==> src/include/ns_defines.svh <==
`ifndef NS_DEFINES_SVH
`define NS_DEFINES_SVH

// Message field widths
`define NS_ASZ 4
`define NS_DSZ 8
`define NS_RSZ 4

// Destination range the sources walk through
`define NS_MIN_ADDR 1
`define NS_MAX_ADDR 3

// Next destination wraps back to the minimum after the maximum
`define NS_NXT_ADDR(adr) \
	(((adr) >= `NS_MAX_ADDR) ? `NS_ASZ'(`NS_MIN_ADDR) : ((adr) + `NS_ASZ'(1)))

`endif

==> src/hw/ns_pkg.sv <==
`include "ns_defines.svh"

package ns_pkg;

	typedef logic [`NS_ASZ-1:0] ns_addr_t;
	typedef logic [`NS_DSZ-1:0] ns_dat_t;
	typedef logic [`NS_RSZ-1:0] ns_red_t;

	// Sticky error flags
	// bit 0 source 0, bit 1 source 1, bit 2 unknown source
	typedef logic [2:0] ns_leds_t;

	// XOR of every nibble in src, dst and dat
	function automatic ns_red_t ns_calc_redun(
		input ns_addr_t src,
		input ns_addr_t dst,
		input ns_dat_t dat
	);
		logic [2*`NS_ASZ+`NS_DSZ-1:0] all_bits;
		ns_red_t acc;
		all_bits = {src, dst, dat};
		acc = '0;
		for (int i = 0; i < (2*`NS_ASZ+`NS_DSZ)/`NS_RSZ; i++) begin
			acc = acc ^ all_bits[i*`NS_RSZ +: `NS_RSZ];
		end
		return acc;
	endfunction

endpackage

==> src/hw/msg_source.sv <==
`timescale 1ns/1ns
`include "ns_defines.svh"

module msg_source
	import ns_pkg::*;
#(
	parameter int SRC_ID = 0
) (
	input  logic     snk0_clk,
	input  logic     arst_n,
	input  logic     ack,
	output logic     req,
	output ns_addr_t src,
	output ns_addr_t dst,
	output ns_dat_t  dat,
	output ns_red_t  red
);

	typedef enum logic [2:0] {
		ST_DST,
		ST_DAT,
		ST_RED,
		ST_ARM,
		ST_WAIT
	} step_t;

	step_t      state;
	ns_addr_t   dst_nxt;
	logic [3:0] cnt;
	logic       idle;

	assign src = ns_addr_t'(SRC_ID);

	// Assembly only moves while the channel is fully idle
	assign idle = !req && !ack;

	always_ff @(posedge snk0_clk or negedge arst_n) begin
		if (!arst_n) begin
			state <= ST_DST;
			req <= 1'b0;
			dst <= `NS_ASZ'(`NS_MIN_ADDR);
			dst_nxt <= `NS_ASZ'(`NS_MIN_ADDR);
			cnt <= 4'd0;
		end else begin
			case (state)
				ST_DST: begin
					if (idle) begin
						dst <= dst_nxt;
						dst_nxt <= `NS_NXT_ADDR(dst_nxt);
						state <= ST_DAT;
					end
				end
				ST_DAT: begin
					if (idle) begin
						state <= ST_RED;
					end
				end
				ST_RED: begin
					if (idle) begin
						state <= ST_ARM;
					end
				end
				ST_ARM: begin
					if (idle) begin
						req <= 1'b1;
						state <= ST_WAIT;
					end
				end
				ST_WAIT: begin
					// Accepted, count moves on to the next message
					if (ack) begin
						req <= 1'b0;
						cnt <= cnt + 4'd1;
						state <= ST_DST;
					end
				end
				default: begin
					state <= ST_DST;
				end
			endcase
		end
	end

	// Payload fields
	always_ff @(posedge snk0_clk) begin
		if (idle && (state == ST_DAT)) begin
			dat <= ns_dat_t'(cnt);
		end
		if (idle && (state == ST_RED)) begin
			red <= ns_calc_redun(src, dst, dat);
		end
	end

endmodule

==> src/hw/msg_merge_2to1.sv <==
`timescale 1ns/1ns
`include "ns_defines.svh"

module msg_merge_2to1
	import ns_pkg::*;
(
	input  logic     snk0_clk,
	input  logic     arst_n,

	input  logic     s0_req,
	input  ns_addr_t s0_src,
	input  ns_addr_t s0_dst,
	input  ns_dat_t  s0_dat,
	input  ns_red_t  s0_red,
	output logic     s0_ack,

	input  logic     s1_req,
	input  ns_addr_t s1_src,
	input  ns_addr_t s1_dst,
	input  ns_dat_t  s1_dat,
	input  ns_red_t  s1_red,
	output logic     s1_ack,

	output logic     o0_req,
	output ns_addr_t o0_src,
	output ns_addr_t o0_dst,
	output ns_dat_t  o0_dat,
	output ns_red_t  o0_red,
	input  logic     o0_ack
);

	typedef enum logic [1:0] {
		O_IDLE,
		O_REQ,
		O_DONE
	} out_st_t;

	out_st_t out_st;
	logic    slot_full;
	logic    last_s1;
	logic    v0;
	logic    v1;
	logic    pick1;
	logic    cap0;
	logic    cap1;
	logic    rel;

	// A side is eligible only with its previous handshake closed
	assign v0 = s0_req && !s0_ack;
	assign v1 = s1_req && !s1_ack;

	// Round robin, side 1 wins a tie unless it was served last
	assign pick1 = v1 && (!v0 || !last_s1);
	assign cap1 = !slot_full && pick1;
	assign cap0 = !slot_full && v0 && !pick1;

	// Slot frees once the outbound ack is back low
	assign rel = (out_st == O_DONE) && !o0_ack;

	always_ff @(posedge snk0_clk or negedge arst_n) begin
		if (!arst_n) begin
			s0_ack <= 1'b0;
			s1_ack <= 1'b0;
			last_s1 <= 1'b1;
		end else begin
			if (cap0) begin
				s0_ack <= 1'b1;
				last_s1 <= 1'b0;
			end else if (s0_ack && !s0_req) begin
				s0_ack <= 1'b0;
			end
			if (cap1) begin
				s1_ack <= 1'b1;
				last_s1 <= 1'b1;
			end else if (s1_ack && !s1_req) begin
				s1_ack <= 1'b0;
			end
		end
	end

	always_ff @(posedge snk0_clk or negedge arst_n) begin
		if (!arst_n) begin
			slot_full <= 1'b0;
		end else if (rel) begin
			slot_full <= 1'b0;
		end else if (cap0 || cap1) begin
			slot_full <= 1'b1;
		end
	end

	// Outbound four-phase handshake
	always_ff @(posedge snk0_clk or negedge arst_n) begin
		if (!arst_n) begin
			out_st <= O_IDLE;
			o0_req <= 1'b0;
		end else begin
			case (out_st)
				O_IDLE: begin
					if (slot_full) begin
						o0_req <= 1'b1;
						out_st <= O_REQ;
					end
				end
				O_REQ: begin
					if (o0_ack) begin
						o0_req <= 1'b0;
						out_st <= O_DONE;
					end
				end
				O_DONE: begin
					if (!o0_ack) begin
						out_st <= O_IDLE;
					end
				end
				default: begin
					out_st <= O_IDLE;
				end
			endcase
		end
	end

	always_ff @(posedge snk0_clk) begin
		if (cap0) begin
			o0_src <= s0_src;
			o0_dst <= s0_dst;
			o0_dat <= s0_dat;
			o0_red <= s0_red;
		end else if (cap1) begin
			o0_src <= s1_src;
			o0_dst <= s1_dst;
			o0_dat <= s1_dat;
			o0_red <= s1_red;
		end
	end

endmodule

==> src/hw/msg_checker.sv <==
`timescale 1ns/1ns
`include "ns_defines.svh"

module msg_checker
	import ns_pkg::*;
(
	input  logic       snk0_clk,
	input  logic       arst_n,
	input  logic       i0_req,
	input  ns_addr_t   i0_src,
	input  ns_addr_t   i0_dst,
	input  ns_dat_t    i0_dat,
	input  ns_red_t    i0_red,
	output logic       i0_ack,
	output ns_leds_t   dbg_leds,
	output logic [3:0] dbg_disp
);

	typedef enum logic [1:0] {
		CK_CAP,
		CK_RED,
		CK_CHK,
		CK_ACK
	} ck_st_t;

	ck_st_t   state;
	ns_addr_t cap_src;
	ns_addr_t cap_dst;
	ns_dat_t  cap_dat;
	ns_red_t  cap_red;
	ns_red_t  calc_red;
	ns_dat_t  prev [2];
	logic     busy;
	logic     known;
	logic     sid;
	logic     red_bad;
	logic     seq_bad;

	assign busy = i0_req && !i0_ack;

	assign known = (cap_src == ns_addr_t'(0)) || (cap_src == ns_addr_t'(1));
	assign sid = cap_src[0];
	assign red_bad = (cap_red != calc_red);

	// 15 means no previous value yet, or the counter wrapped
	assign seq_bad = (prev[sid] != ns_dat_t'(15)) &&
		(ns_dat_t'(prev[sid] + ns_dat_t'(1)) != cap_dat);

	always_ff @(posedge snk0_clk or negedge arst_n) begin
		if (!arst_n) begin
			state <= CK_CAP;
			i0_ack <= 1'b0;
			dbg_leds <= '0;
			dbg_disp <= 4'd0;
			prev[0] <= ns_dat_t'(15);
			prev[1] <= ns_dat_t'(15);
		end else if (busy) begin
			case (state)
				CK_CAP: begin
					state <= CK_RED;
				end
				CK_RED: begin
					state <= CK_CHK;
				end
				CK_CHK: begin
					state <= CK_ACK;
					if (!known) begin
						dbg_leds[2] <= 1'b1;
					end else if (!dbg_leds[{1'b0, sid}]) begin
						// A faulty source stays flagged and is skipped
						if (red_bad || seq_bad) begin
							dbg_leds[{1'b0, sid}] <= 1'b1;
						end else begin
							prev[sid] <= cap_dat;
						end
					end
				end
				CK_ACK: begin
					dbg_disp <= cap_dat[3:0];
					i0_ack <= 1'b1;
					state <= CK_CAP;
				end
				default: begin
					state <= CK_CAP;
				end
			endcase
		end else if (!i0_req && i0_ack) begin
			i0_ack <= 1'b0;
		end
	end

	// Captured message and recomputed redundancy
	always_ff @(posedge snk0_clk) begin
		if (busy && (state == CK_CAP)) begin
			cap_src <= i0_src;
			cap_dst <= i0_dst;
			cap_dat <= i0_dat;
			cap_red <= i0_red;
		end
		if (busy && (state == CK_RED)) begin
			calc_red <= ns_calc_redun(cap_src, cap_dst, cap_dat);
		end
	end

endmodule

==> src/hw/io_2to1.sv <==
`timescale 1ns/1ns
`include "ns_defines.svh"

module io_2to1
	import ns_pkg::*;
(
	input  logic       snk0_clk,
	input  logic       arst_n,

	output logic       o0_req,
	output ns_addr_t   o0_src,
	output ns_addr_t   o0_dst,
	output ns_dat_t    o0_dat,
	output ns_red_t    o0_red,
	input  logic       o0_ack,

	input  logic       i0_req,
	input  ns_addr_t   i0_src,
	input  ns_addr_t   i0_dst,
	input  ns_dat_t    i0_dat,
	input  ns_red_t    i0_red,
	output logic       i0_ack,

	output ns_leds_t   dbg_leds,
	output logic [3:0] dbg_disp
);

	logic     s0_req;
	ns_addr_t s0_src;
	ns_addr_t s0_dst;
	ns_dat_t  s0_dat;
	ns_red_t  s0_red;
	logic     s0_ack;

	logic     s1_req;
	ns_addr_t s1_src;
	ns_addr_t s1_dst;
	ns_dat_t  s1_dat;
	ns_red_t  s1_red;
	logic     s1_ack;

	msg_source #(
		.SRC_ID(0)
	) u_src0 (
		.snk0_clk(snk0_clk),
		.arst_n(arst_n),
		.ack(s0_ack),
		.req(s0_req),
		.src(s0_src),
		.dst(s0_dst),
		.dat(s0_dat),
		.red(s0_red)
	);

	msg_source #(
		.SRC_ID(1)
	) u_src1 (
		.snk0_clk(snk0_clk),
		.arst_n(arst_n),
		.ack(s1_ack),
		.req(s1_req),
		.src(s1_src),
		.dst(s1_dst),
		.dat(s1_dat),
		.red(s1_red)
	);

	// Both sources share the single outbound channel
	msg_merge_2to1 u_merge (
		.snk0_clk(snk0_clk),
		.arst_n(arst_n),
		.s0_req(s0_req),
		.s0_src(s0_src),
		.s0_dst(s0_dst),
		.s0_dat(s0_dat),
		.s0_red(s0_red),
		.s0_ack(s0_ack),
		.s1_req(s1_req),
		.s1_src(s1_src),
		.s1_dst(s1_dst),
		.s1_dat(s1_dat),
		.s1_red(s1_red),
		.s1_ack(s1_ack),
		.o0_req(o0_req),
		.o0_src(o0_src),
		.o0_dst(o0_dst),
		.o0_dat(o0_dat),
		.o0_red(o0_red),
		.o0_ack(o0_ack)
	);

	msg_checker u_chk (
		.snk0_clk(snk0_clk),
		.arst_n(arst_n),
		.i0_req(i0_req),
		.i0_src(i0_src),
		.i0_dst(i0_dst),
		.i0_dat(i0_dat),
		.i0_red(i0_red),
		.i0_ack(i0_ack),
		.dbg_leds(dbg_leds),
		.dbg_disp(dbg_disp)
	);

endmodule

==> config.mk <==
export PLATFORM = sky130hd
export DESIGN_NAME = io_2to1
export DESIGN_NICKNAME = d
export VERILOG_FILES = /design/src/hw/ns_pkg.sv /design/src/hw/msg_source.sv /design/src/hw/msg_merge_2to1.sv /design/src/hw/msg_checker.sv /design/src/hw/io_2to1.sv
export VERILOG_INCLUDE_DIRS = /design/src /design/src/include
export SDC_FILE = /design/constraint.sdc
export NUM_CORES = 1
export LEC_CHECK = 0
export BUFFER_PORTS_ARGS = -buffer_cell sky130_fd_sc_hd__buf_2
export CORE_MARGIN = 5
export CORE_UTILIZATION = 40
export DETAILED_ROUTE_END_ITERATION = 6
export PLACE_DENSITY_LB_ADDON = 0.15
export SKIP_LAST_GASP = 1
export SLEW_MARGIN = 20
export SYNTH_ARGS = -nofsm -noshare
export SYNTH_HDL_FRONTEND = slang
export SYNTH_SLANG_ARGS = --single-unit
export TNS_END_PERCENT = 20
==> constraint.sdc <==
create_clock -name snk0_clk -period 2.75 [get_ports snk0_clk]
set_input_delay 0.4125 -clock snk0_clk [delete_from_list [all_inputs] [get_ports snk0_clk]]
set_output_delay 0.4125 -clock snk0_clk [all_outputs]
set_load 0.03 [all_outputs]
==> Word level (Yosys, flattened, before mapping) <==
Index checks and enable logic that the tools add are counted.
{ "totals": {"reg_bits": 118, "inputBits": 24, "output_inout_bits": 29, "word_cells": 213} }
{ "op_classes": {"addsub": 5, "order_cmp": 6, "n_eq_ne": 33, "n_mux": 58, "bitwise": 10, "n_reduce_logical": 65} }
{ "ops": {"columns": ["operator", "count"], "rows": [
  ["two-way mux 3 bit", 12],
  ["two-way mux 4 bit", 8],
  ["two-way mux 8 bit", 4],
  ["case mux 3 bit (5 select lines)", 2],
  ["logical AND 1 bit", 22],
  ["inequality test 2 x 1 -> 1 bit, second input constant", 11],
  ["two-way mux 1 bit", 21],
  ["AND reduction 5 bit", 4],
  ["bitwise XOR 4 bit", 5],
  ["adder 4 x 1 -> 4 bit, second input constant", 4],
  ["bitwise mux 16 bit", 1],
  ["nonzero test 2 bit", 8],
  ["equality test 3 x 2 -> 1 bit, second input constant", 4],
  ["AND reduction 2 bit", 6],
  ["AND reduction 3 bit", 4],
  ["zero test 1 bit", 11],
  ["inequality test 2 bit, second input constant", 5],
  ["adder 8 x 1 -> 8 bit, second input constant", 1],
  ["demux 8 bit (select 1 bit)", 1],
  [">= comparator 4 x 2 -> 1 bit, second input constant", 2],
  ["inequality test 8 x 4 -> 1 bit, second input constant", 1],
  ["inequality test 8 bit", 1],
  ["case mux 2 bit (4 select lines)", 1],
  ["equality test 2 bit, second input constant", 3],
  ["21 further kinds", 35]
]} }

==> Logic depth before layout (Yosys ltp) <==
Gate-level depths: netlist of run 1.
{ "depth": {"ltp_word": 11, "depth_mapped": 9, "depth_no_buf": 8} }

==> Modules after synthesis <==
From an unflattened synthesis of run 1, not the netlist that was laid out.
{ "hier_totals": {"cells_unflattened": 390, "hier_area_um2": 5753.0} }
{ "modules_own_cells": {"columns": ["mod", "n_inst", "cells_each", "area_each_um2", "seq_area_each_um2"], "rows": [
  ["msg_checker", 1, 162, 2334.7, 1381.3],
  ["msg_merge_2to1", 1, 73, 1258.7, 777.0],
  ["msg_source at u_src0", 1, 78, 1079.8, 643.1],
  ["msg_source at u_src1", 1, 77, 1079.8, 643.1]
]} }

==> Least setup slack after synthesis of run 1 <==
OpenSTA, ideal clock, no wires.
{ "synth_path": {"path_kind": "register -> register", "start": "register u_chk.cap_src[0]", "end": "register u_chk.prev[12] (netlist bit)", "setup_ns": 0.125, "arrival_time_ns": 2.430, "required_time_ns": 2.625, "path_slack_ns": 0.195, "path_stages_with_launch": 10, "n_path_buf": 1, "synth_period_minus_slack_ns": 2.555, "path_cell_list": "edfxtp_1 -> buf_2 -> mux2_2 -> ha_1 -> xnor2_1 -> xnor2_1 -> and4b_1 -> nand4_1 -> o21ai_4 -> mux2_2"} }
{ "synth_via": {"elab_chain_len": 10, "word_cells_on_any_way": 23, "cone_classes": "add/sub (1); order compare (2); eq/ne (3); mux (8); bitwise (3); reduce/logical (6)"} }
{ "synth_rtl": {"columns": ["item", "line", "text"], "rows": [
  ["start, declared", "msg_checker.sv:27", "ns_addr_t cap_src;"],
  ["start signal, assigned", "msg_checker.sv:95", "cap_src <= i0_src;"],
  ["NOT 1 -> 2 bit (implied by the code)", "msg_checker.sv:46, msg_checker.sv:47, msg_checker.sv:74", null],
  ["two-way mux 8 bit (implied by the code) (3 in a row)", "msg_checker.sv:46, msg_checker.sv:47", null],
  ["adder 8 x 1 -> 8 bit", "msg_checker.sv:47", "(ns_dat_t'(prev[sid] + ns_dat_t'(1)) != cap_dat);"],
  ["inequality test 8 bit", "msg_checker.sv:47", null],
  ["logical AND 1 bit", "msg_checker.sv:46", "assign seq_bad = (prev[sid] != ns_dat_t'(15)) &&"],
  ["logical OR 1 bit", "msg_checker.sv:71", "if (red_bad || seq_bad) begin"],
  ["NOT 1 bit (no source line)", null, null],
  ["AND reduction 5 bit (no source line)", null, null],
  ["end signal, assigned by index", "msg_checker.sv:74", "prev[sid] <= cap_dat;"],
  ["end, declared", "msg_checker.sv:32", "ns_dat_t prev [2];"]
]} }
Parallel ways exist; a longest one is shown, timed or not. The select of a mux whose other input is x is not followed.
A chain may end at the register's enable or synchronous reset.

==> Worst setup path in the final report of run 1 <==
{ "layout_path": {"start": "register u_chk.cap_src[0]", "end": "register u_chk.prev[4] (netlist bit)"} }
Same word-level chain as after synthesis.

==> results of run 1 <==
what timing repair did:
item                                   CTS  global route
setup buffers                            0             1
hold buffers                             1             0
setup endpoints to repair                0             7
endpoints found under the hold margin   18             0
per-layer routing:
layer / GRT usage, % / routed length, um
met1: 18.2 / 4530
met2: 21.5 / 4510
met3: 5.03 / 433
met4: 5.12 / 109
met5: 0 / 0
where the power goes:
group	total (mW)	switching [mW]	internal (mW)	leakage [nW]
Combinational	1.29	0.750	0.544	0.983
Clock	2.24	0.772	1.47	0.288
Sequential	2.68	0.343	2.34	1.28
Total	6.22	1.86	4.35	2.55
final cells by class:
type	count	area share [%]
flip-flops and latches	118	51.8
multi-input cells	243	29.6
clock buffers	20	7.33
repair buffers	54	4.94
well taps	172	3.46
clock inverters	12	2.45
inverters	7	0.422
metrics by stage:
stage	cell area, um2	power (mW)	worst slack, ps
after floorplan	5180	3.61	195
final	6230	6.22	154
after global placement	5590	3.99	216
after CTS	6210	6.30	139
after detailed placement	5590	4.04	160
after global routing	6230	6.58	-11.2
cell families after synthesis:
kind of cell               synth area share, %
buffers and inverters                     2.14
and+or+nand+nor                           9.12
xor gates and xnor gates                  7.81
AOI/OAI and AO/OA                         4.90
DFF                                       62.5
muxes                                     11.0
other                                   0.0727
adders and majority gates                 2.43
cell usage after synthesis (2+ instances only):
| cell type | n | area, um2 |
|---|---|---|
| nand3_1 | 3 | 15.0 |
| o21ai_0 | 10 | 50.1 |
| a31oi_1 | 2 | 12.5 |
| buf_4 | 7 | 52.6 |
| nor2_1 | 22 | 82.6 |
| o21ai_4 | 2 | 32.5 |
| nor4_1 | 2 | 12.5 |
| mux2_2 | 45 | 507 |
| nor2b_1 | 2 | 12.5 |
| nand4b_1 | 3 | 26.3 |
| nand3b_1 | 2 | 15.0 |
| nand2_1 | 24 | 90.1 |
| o21a_1 | 3 | 22.5 |
| nand4_1 | 8 | 50.1 |
| xor2_1 | 17 | 149 |
| and2_1 | 8 | 50.1 |
| ha_1 | 10 | 125 |
| a211oi_1 | 2 | 15.0 |
| a21oi_1 | 10 | 50.1 |
| nor4b_1 | 2 | 17.5 |
| xnor2_1 | 29 | 254 |
| mux2i_1 | 6 | 60.1 |
| dfstp_2 | 13 | 342 |
| edfxtp_1 | 52 | 1560 |
| clkbuf_1 | 3 | 11.3 |
| inv_1 | 7 | 26.3 |
| nor3_1 | 8 | 40.0 |
| o21bai_1 | 2 | 15.0 |
| dfrtp_1 | 52 | 1300 |
| or3_1 | 2 | 12.5 |
worst paths after layout:
path / start / endpoint / cells past startpoint
setup / recovery: u_chk.cap_src[0] / u_chk.prev[4] / 8
hold / removal: i0_dat[4] / u_chk.cap_dat[4] / 1
setup reg to reg: u_chk.cap_src[0] / u_chk.prev[4] / 8
hold reg to reg: u_src0.cnt[3] / u_src0.cnt[3] / 1
max in group asynchronous: arst_n / u_merge.last_s1 / 3
min in group asynchronous: arst_n / u_src0.dst[3] / 2
==> flow_metrics.py, run 1 <==
metrics = {
    "global_route": {
        "grt_first_pass_wirelength_mm": 15.9,
        "grt_pass1_vias": 3167,
        "gr-total-overflow": 0,
        "grt_max_degree": 26,
        "grtUsageTotal_pct": 14.0,
        "antenna_found_initial": 0,
    },
    "layout": {
        "final_core_util_pct": 49.3,
        "regArea_mm2": 0.00322,
        "multiInputGateArea_mm2": 0.00184,
        "n_fill_cell": 1130,
        "flow.area_growth_from_synthesis_pct": 20.8,
        "antenna_cells": 0,
        "finalNonFillerCells": 626,
        "reg_top3": "u_chk.prev (16), u_chk.cap_dat (8)",
        "final_cell_mix": "edfxtp_1, dfrtp_1, mux2_2, buf_2, xnor2_1",
        "largest_register_ff_count": 16,
        "final_layout_size_suffix_gt1_share_pct": 32.2,
        "top_register": "u_chk.prev",
        "fin_nets": 475,
    },
    "clocking": {
        "cts_tree": "built",
        "clk_pin_slew_ps": 60,
        "cts_root_buffer": "clkbuf_16",
        "ctsResizeCount": 0,
        "clock_path_buffers": 2,
        "clkLatencyLatePin_ps": 410,
        "cts_sinks": 118,
        "cts_buffers": 17,
        "cts_max_level": 4,
    },
    "detailed_routing": {
        "final_antenna_net_count": 0,
        "wl_per_cell_um": 15.3,
        "route.detailed.drc": 0,
        "num_vias": 3023,
        "drt_pass1_iterations": 4,
        "wirelength_mm": 9.58,
        "viasPerCell": 4.83,
        "drt_iter0_markers": 131,
    },
    "critical_path": {
        "path_buf_inv": 0,
        "r2r_slack_ps": 150,
        "cp_cell_sequence": "mux2_2, ha_1, xnor2_1, xnor2_1, and4b_1, nand4_1, o21ai_4, mux2_2",
        "worst_ep_arrival_time_ps": 2890,
        "crit_fanout": 8,
        "end_kind": "flip-flop",
        "cp_slowest_stage_delay_ps": 420,
        "crit_slowest_cell": "edfxtp_1",
        "cp-start-kind": "flip-flop",
        "worstPathRequired_ps": 3040,
        "cp_top_family": "multiplexers",
        "critical_path_class": "reg -> reg",
    },
    "synth": {
        "synthCells": 375,
        "synthFlopType": "edfxtp_1",
        "ys_seq_area_share_pct": 62.5,
        "synth_edf_count": 52,
        "async_flop_share_pct": 55.1,
        "synth_area_mm2": 0.00516,
        "syn_avg_cell_area_um2": 13.7,
        "yosys_warnings": 0,
        "ys_ff_latch": 118,
        "yosys.cell_types.count": 47,
    },
    "die": {
        "start_util_pct": 40.9,
        "design.die.area_mm2": 0.0153,
        "ios": 53,
        "core-area_mm2": 0.0126,
        "die_x_um": 124,
        "die_h_um": 124,
        "rows": 41,
    },
    "timing": {
        "rsz0062_at_grt": "yes",
        "skew_ps": 6.63,
        "period_needed_ps": 2600,
        "hold_viol": 0,
        "maxSlewHeadroom_pct": 53.8,
        "slew_viol_final": 0,
        "post-route-period-util_pct": 94.4,
        "hold_ws_ps": 175,
        "worst_pin_slew_ps": 691,
        "setup_viol": 0,
        "max_freq_mhz": 385,
        "setup_tns_ps": 0,
    },
    "run": {
        "maxCapViolCount": 0,
    },
    "hold_path": {
        "min_path_type": "in -> reg",
    },
    "placement": {
        "placed_cells": 592,
        "gp_congestion": 0.774,
        "port_buffers": 45,
        "dpl.hpwl_mm": 6.99,
    },
    "run_status": {
        "outcome": "finished clean",
    },
    "power_and_ir_drop": {
        "cellPowerDensity_mw_per_mm2": 998,
        "p_leak_nw": 2.55,
        "ir_worst_vdd_uv": 543,
    },
}
Power figures use the tool's default switching activity.
==> run 2: changes to the inputs <==
--- a/config.mk
+++ b/config.mk
@@ -10,10 +10,11 @@
 export CORE_MARGIN = 5
 export CORE_UTILIZATION = 40
 export DETAILED_ROUTE_END_ITERATION = 6
+export HOLD_SLACK_MARGIN = 0.08
 export PLACE_DENSITY_LB_ADDON = 0.15
 export SKIP_LAST_GASP = 1
-export SLEW_MARGIN = 20
 export SYNTH_ARGS = -nofsm -noshare
 export SYNTH_HDL_FRONTEND = slang
+export SYNTH_HIERARCHICAL = 1
 export SYNTH_SLANG_ARGS = --single-unit
 export TNS_END_PERCENT = 20
==> run 2 against run 1 <==
  * Total power decreased by 2.5%
  * Sequential share of layout area decreased by 0.99 points
  * First-iteration DRC count up 27%
  * Utilization fell by 0.86 points
  * Synthesized cell count rose by 4.0%
  * Non-clock buffer count grew 9
  * Clock-buffer cell count fell by 1
  * Via count increased by 5.9%
  * Synthesized area increased by 12%
  * Highest routed layer unchanged
==> flow_metrics.py, run 2 <==
metrics = {
    "run_status": {
        "outcome": "finished clean",
    },
    "timing": {
        "period_needed_ps": 2640,
        "skew_ps": 5.83,
        "setup_viol": 0,
        "maxSlewHeadroom_pct": 55.3,
        "max_freq_mhz": 378,
        "post-route-period-util_pct": 96.2,
        "hold_ws_ps": 173,
        "worst_pin_slew_ps": 668,
        "hold_viol": 0,
        "slew_viol_final": 0,
    },
    "layout": {
        "finalNonFillerCells": 653,
        "largest_register_ff_count": 16,
        "fin_nets": 494,
        "flow.area_growth_from_synthesis_pct": 17.9,
        "multiInputGateArea_mm2": 0.00215,
        "n_fill_cell": 1243,
        "reg_top3": "u_chk/prev (16), u_chk/cap_dat (8), u_merge/o0_dat (8)",
        "design_area_mm2": 0.00678,
        "top_register": "u_chk/prev",
        "regArea_mm2": 0.00344,
        "final_cell_mix": "edfxtp_1, buf_2, dfrtp_1, mux2_4, xnor2_1",
        "final_layout_size_suffix_gt1_share_pct": 33.4,
        "final_common_cell": "edfxtp_1",
        "antenna_cells": 0,
    },
    "power_and_ir_drop": {
        "cellPowerDensity_mw_per_mm2": 893,
        "p_leak_nw": 2.92,
        "ir_worst_vdd_uv": 495,
    },
    "placement": {
        "place_area_mm2": 0.00618,
        "port_buffers": 52,
        "placed_cells": 619,
        "gp_congestion": 0.780,
        "dpl.hpwl_mm": 7.40,
    },
    "clocking": {
        "clkLatencyLatePin_ps": 410,
        "cts_root_buffer": "clkbuf_16",
        "cts_max_level": 4,
        "cts_sinks": 125,
        "cts_tree": "built",
        "cts_buffers": 17,
        "clk_pin_slew_ps": 60,
        "clock_path_buffers": 2,
    },
    "detailed_routing": {
        "wirelength_mm": 10.8,
        "drt_pass1_iterations": 6,
        "wl_per_cell_um": 16.5,
        "viasPerCell": 4.90,
        "num_vias": 3202,
        "final_antenna_net_count": 0,
        "drt_iter0_markers": 166,
        "route.detailed.drc": 0,
    },
    "synth": {
        "synth_top_area_share_pct": 31.3,
        "yosys_warnings": 6,
        "yosys.cell_types.count": 58,
        "synthFlopType": "edfxtp_1",
        "ys_ff_latch": 125,
        "synth_area_mm2": 0.00575,
        "async_flop_share_pct": 52.0,
        "synth_area_leader_cell": "edfxtp_1",
        "yosysMostFrequentCell": "edfxtp_1",
        "synth_common_cells": "edfxtp_1, dfrtp_1, mux2_4",
        "synthCells": 390,
        "synth_area_leaders": "edfxtp_1, dfrtp_1, mux2_4, dfstp_2, xnor2_1",
        "synth_edf_count": 60,
        "syn_avg_cell_area_um2": 14.8,
        "ys_seq_area_share_pct": 59.9,
    },
    "global_route": {
        "use_met3_pct": 4.13,
        "grt_max_degree": 66,
        "use_met1_pct": 15.8,
        "busiest_layer": "met2",
        "grt_first_pass_wirelength_mm": 17.2,
        "antenna_found_initial": 0,
        "grt_pass1_vias": 3339,
        "grt_use_met2_pct": 23.1,
        "grtUsageTotal_pct": 13.7,
        "gr-total-overflow": 0,
    },
    "critical_path": {
        "cp_cell_sequence": "buf_4, mux2i_1, xnor2_1, nor3_1, a31oi_1, nor4b_4, buf_4, o21ai_4, mux2_1",
        "cpMostUsedCell": "buf_4",
        "path_buf_inv": 2,
        "crit_fanout": 19,
        "critical_path_class": "reg -> reg",
        "end_kind": "flip-flop",
        "worstPathRequired_ps": 3040,
        "cp_top_family": "multiplexers",
        "cp_slowest_stage_delay_ps": 430,
        "worst_ep_arrival_time_ps": 2940,
        "crit_slowest_cell": "mux2i_1",
        "cp-start-kind": "flip-flop",
    },
    "die": {
        "start_util_pct": 41.1,
        "ios": 53,
        "core-area_mm2": 0.0140,
        "die_h_um": 130,
        "design.die.area_mm2": 0.0169,
        "die_x_um": 130,
        "rows": 43,
    },
    "run": {
        "maxCapViolCount": 0,
    },
    "hold_path": {
        "min_path_type": "in -> reg",
    },
}
-- run 2: final cells by class --
| cell class | count | area share, % |
|---|---|---|
| Clock inverter | 13 | 1.83 |
| Tap cell | 180 | 3.32 |
| Inverter | 9 | 0.498 |
| Clock buffer | 19 | 6.53 |
| Sequential cell | 125 | 50.8 |
| Multi-Input combinational cell | 244 | 31.8 |
| Timing Repair Buffer | 63 | 5.28 |
-- run 2: power breakdown --
part           total [mW]  switching (mW)  internal, mW  leakage [nW]
registers            2.74           0.344          2.39          1.34
clock network        2.13           0.788          1.34         0.267
logic                1.20           0.648         0.547          1.31
total                6.06            1.78          4.28          2.92
-- run 2: timing repair --
| action | CTS | global route |
|---|---|---|
| hold buffers | 1 | 0 |
| endpoints found under the setup margin | 0 | 16 |
| setup buffers | 0 | 1 |
| resized for setup | 0 | 3 |
| endpoints found under the hold margin | 52 | 0 |
-- run 2: logic make-up after synthesis --
| logic type | share of synthesized area [%] |
|---|---|
| other | 0.196 |
| adders and majority gates | 2.17 |
| and+or+nand+nor | 8.74 |
| AOI/OAI and AO/OA | 4.31 |
| muxes | 13.7 |
| xor gates and xnor gates | 7.16 |
| DFF | 59.9 |
| buffers and inverters | 3.89 |
-- run 2: through the flow --
step	total power [mW]	utilization, %	setup slack, ps	TNS (ps)
3_5_place_dp	3.98	44.2	7.14	0
3_3_place_gp	3.94	44.2	130	0
6_report	6.06	48.5	105	0
4_1_cts	6.14	48.3	2.96	0
5_1_grt	6.39	48.5	-4.32	-7.93
2_1_floorplan	3.61	-	15.1	0
-- run 2: metal layers --
metal,up-vias,wire length (um),part of all wire (%)
met4,0,241,2.2
met2,57,5550,52
li1,1517,-,-
met5,-,0,0
met1,1607,4500,42
met3,21,476,4.4
-- run 2: path summary, 6_finish.rpt --
| kind | startpoint | endpoint | slack [ps] | cells after the start |
|---|---|---|---|---|
| max in group asynchronous | arst_n | u_merge/last_s1 | 1840 | 3 |
| min in group asynchronous | arst_n | u_src0/state[1] | 560 | 3 |
| max | u_chk/cap_src[0] | u_chk/prev[14] | 110 | 9 |
| min reg2reg | u_src0/cnt[3] | u_src0/dat[3] | 470 | 0 |
| max reg2reg | u_chk/cap_src[0] | u_chk/prev[14] | 110 | 9 |
| min | i0_dst[2] | u_chk/cap_dst[2] | 170 | 1 |
-- run 2: worst register-to-register path, cell delays in order (launching register included) --
cell      delay (ps)
edfxtp_1         380
buf_4            280
mux2i_1          430
xnor2_1          210
nor3_1            80
a31oi_1          260
nor4b_4           90
buf_4            160
o21ai_4          270
mux2_1           360
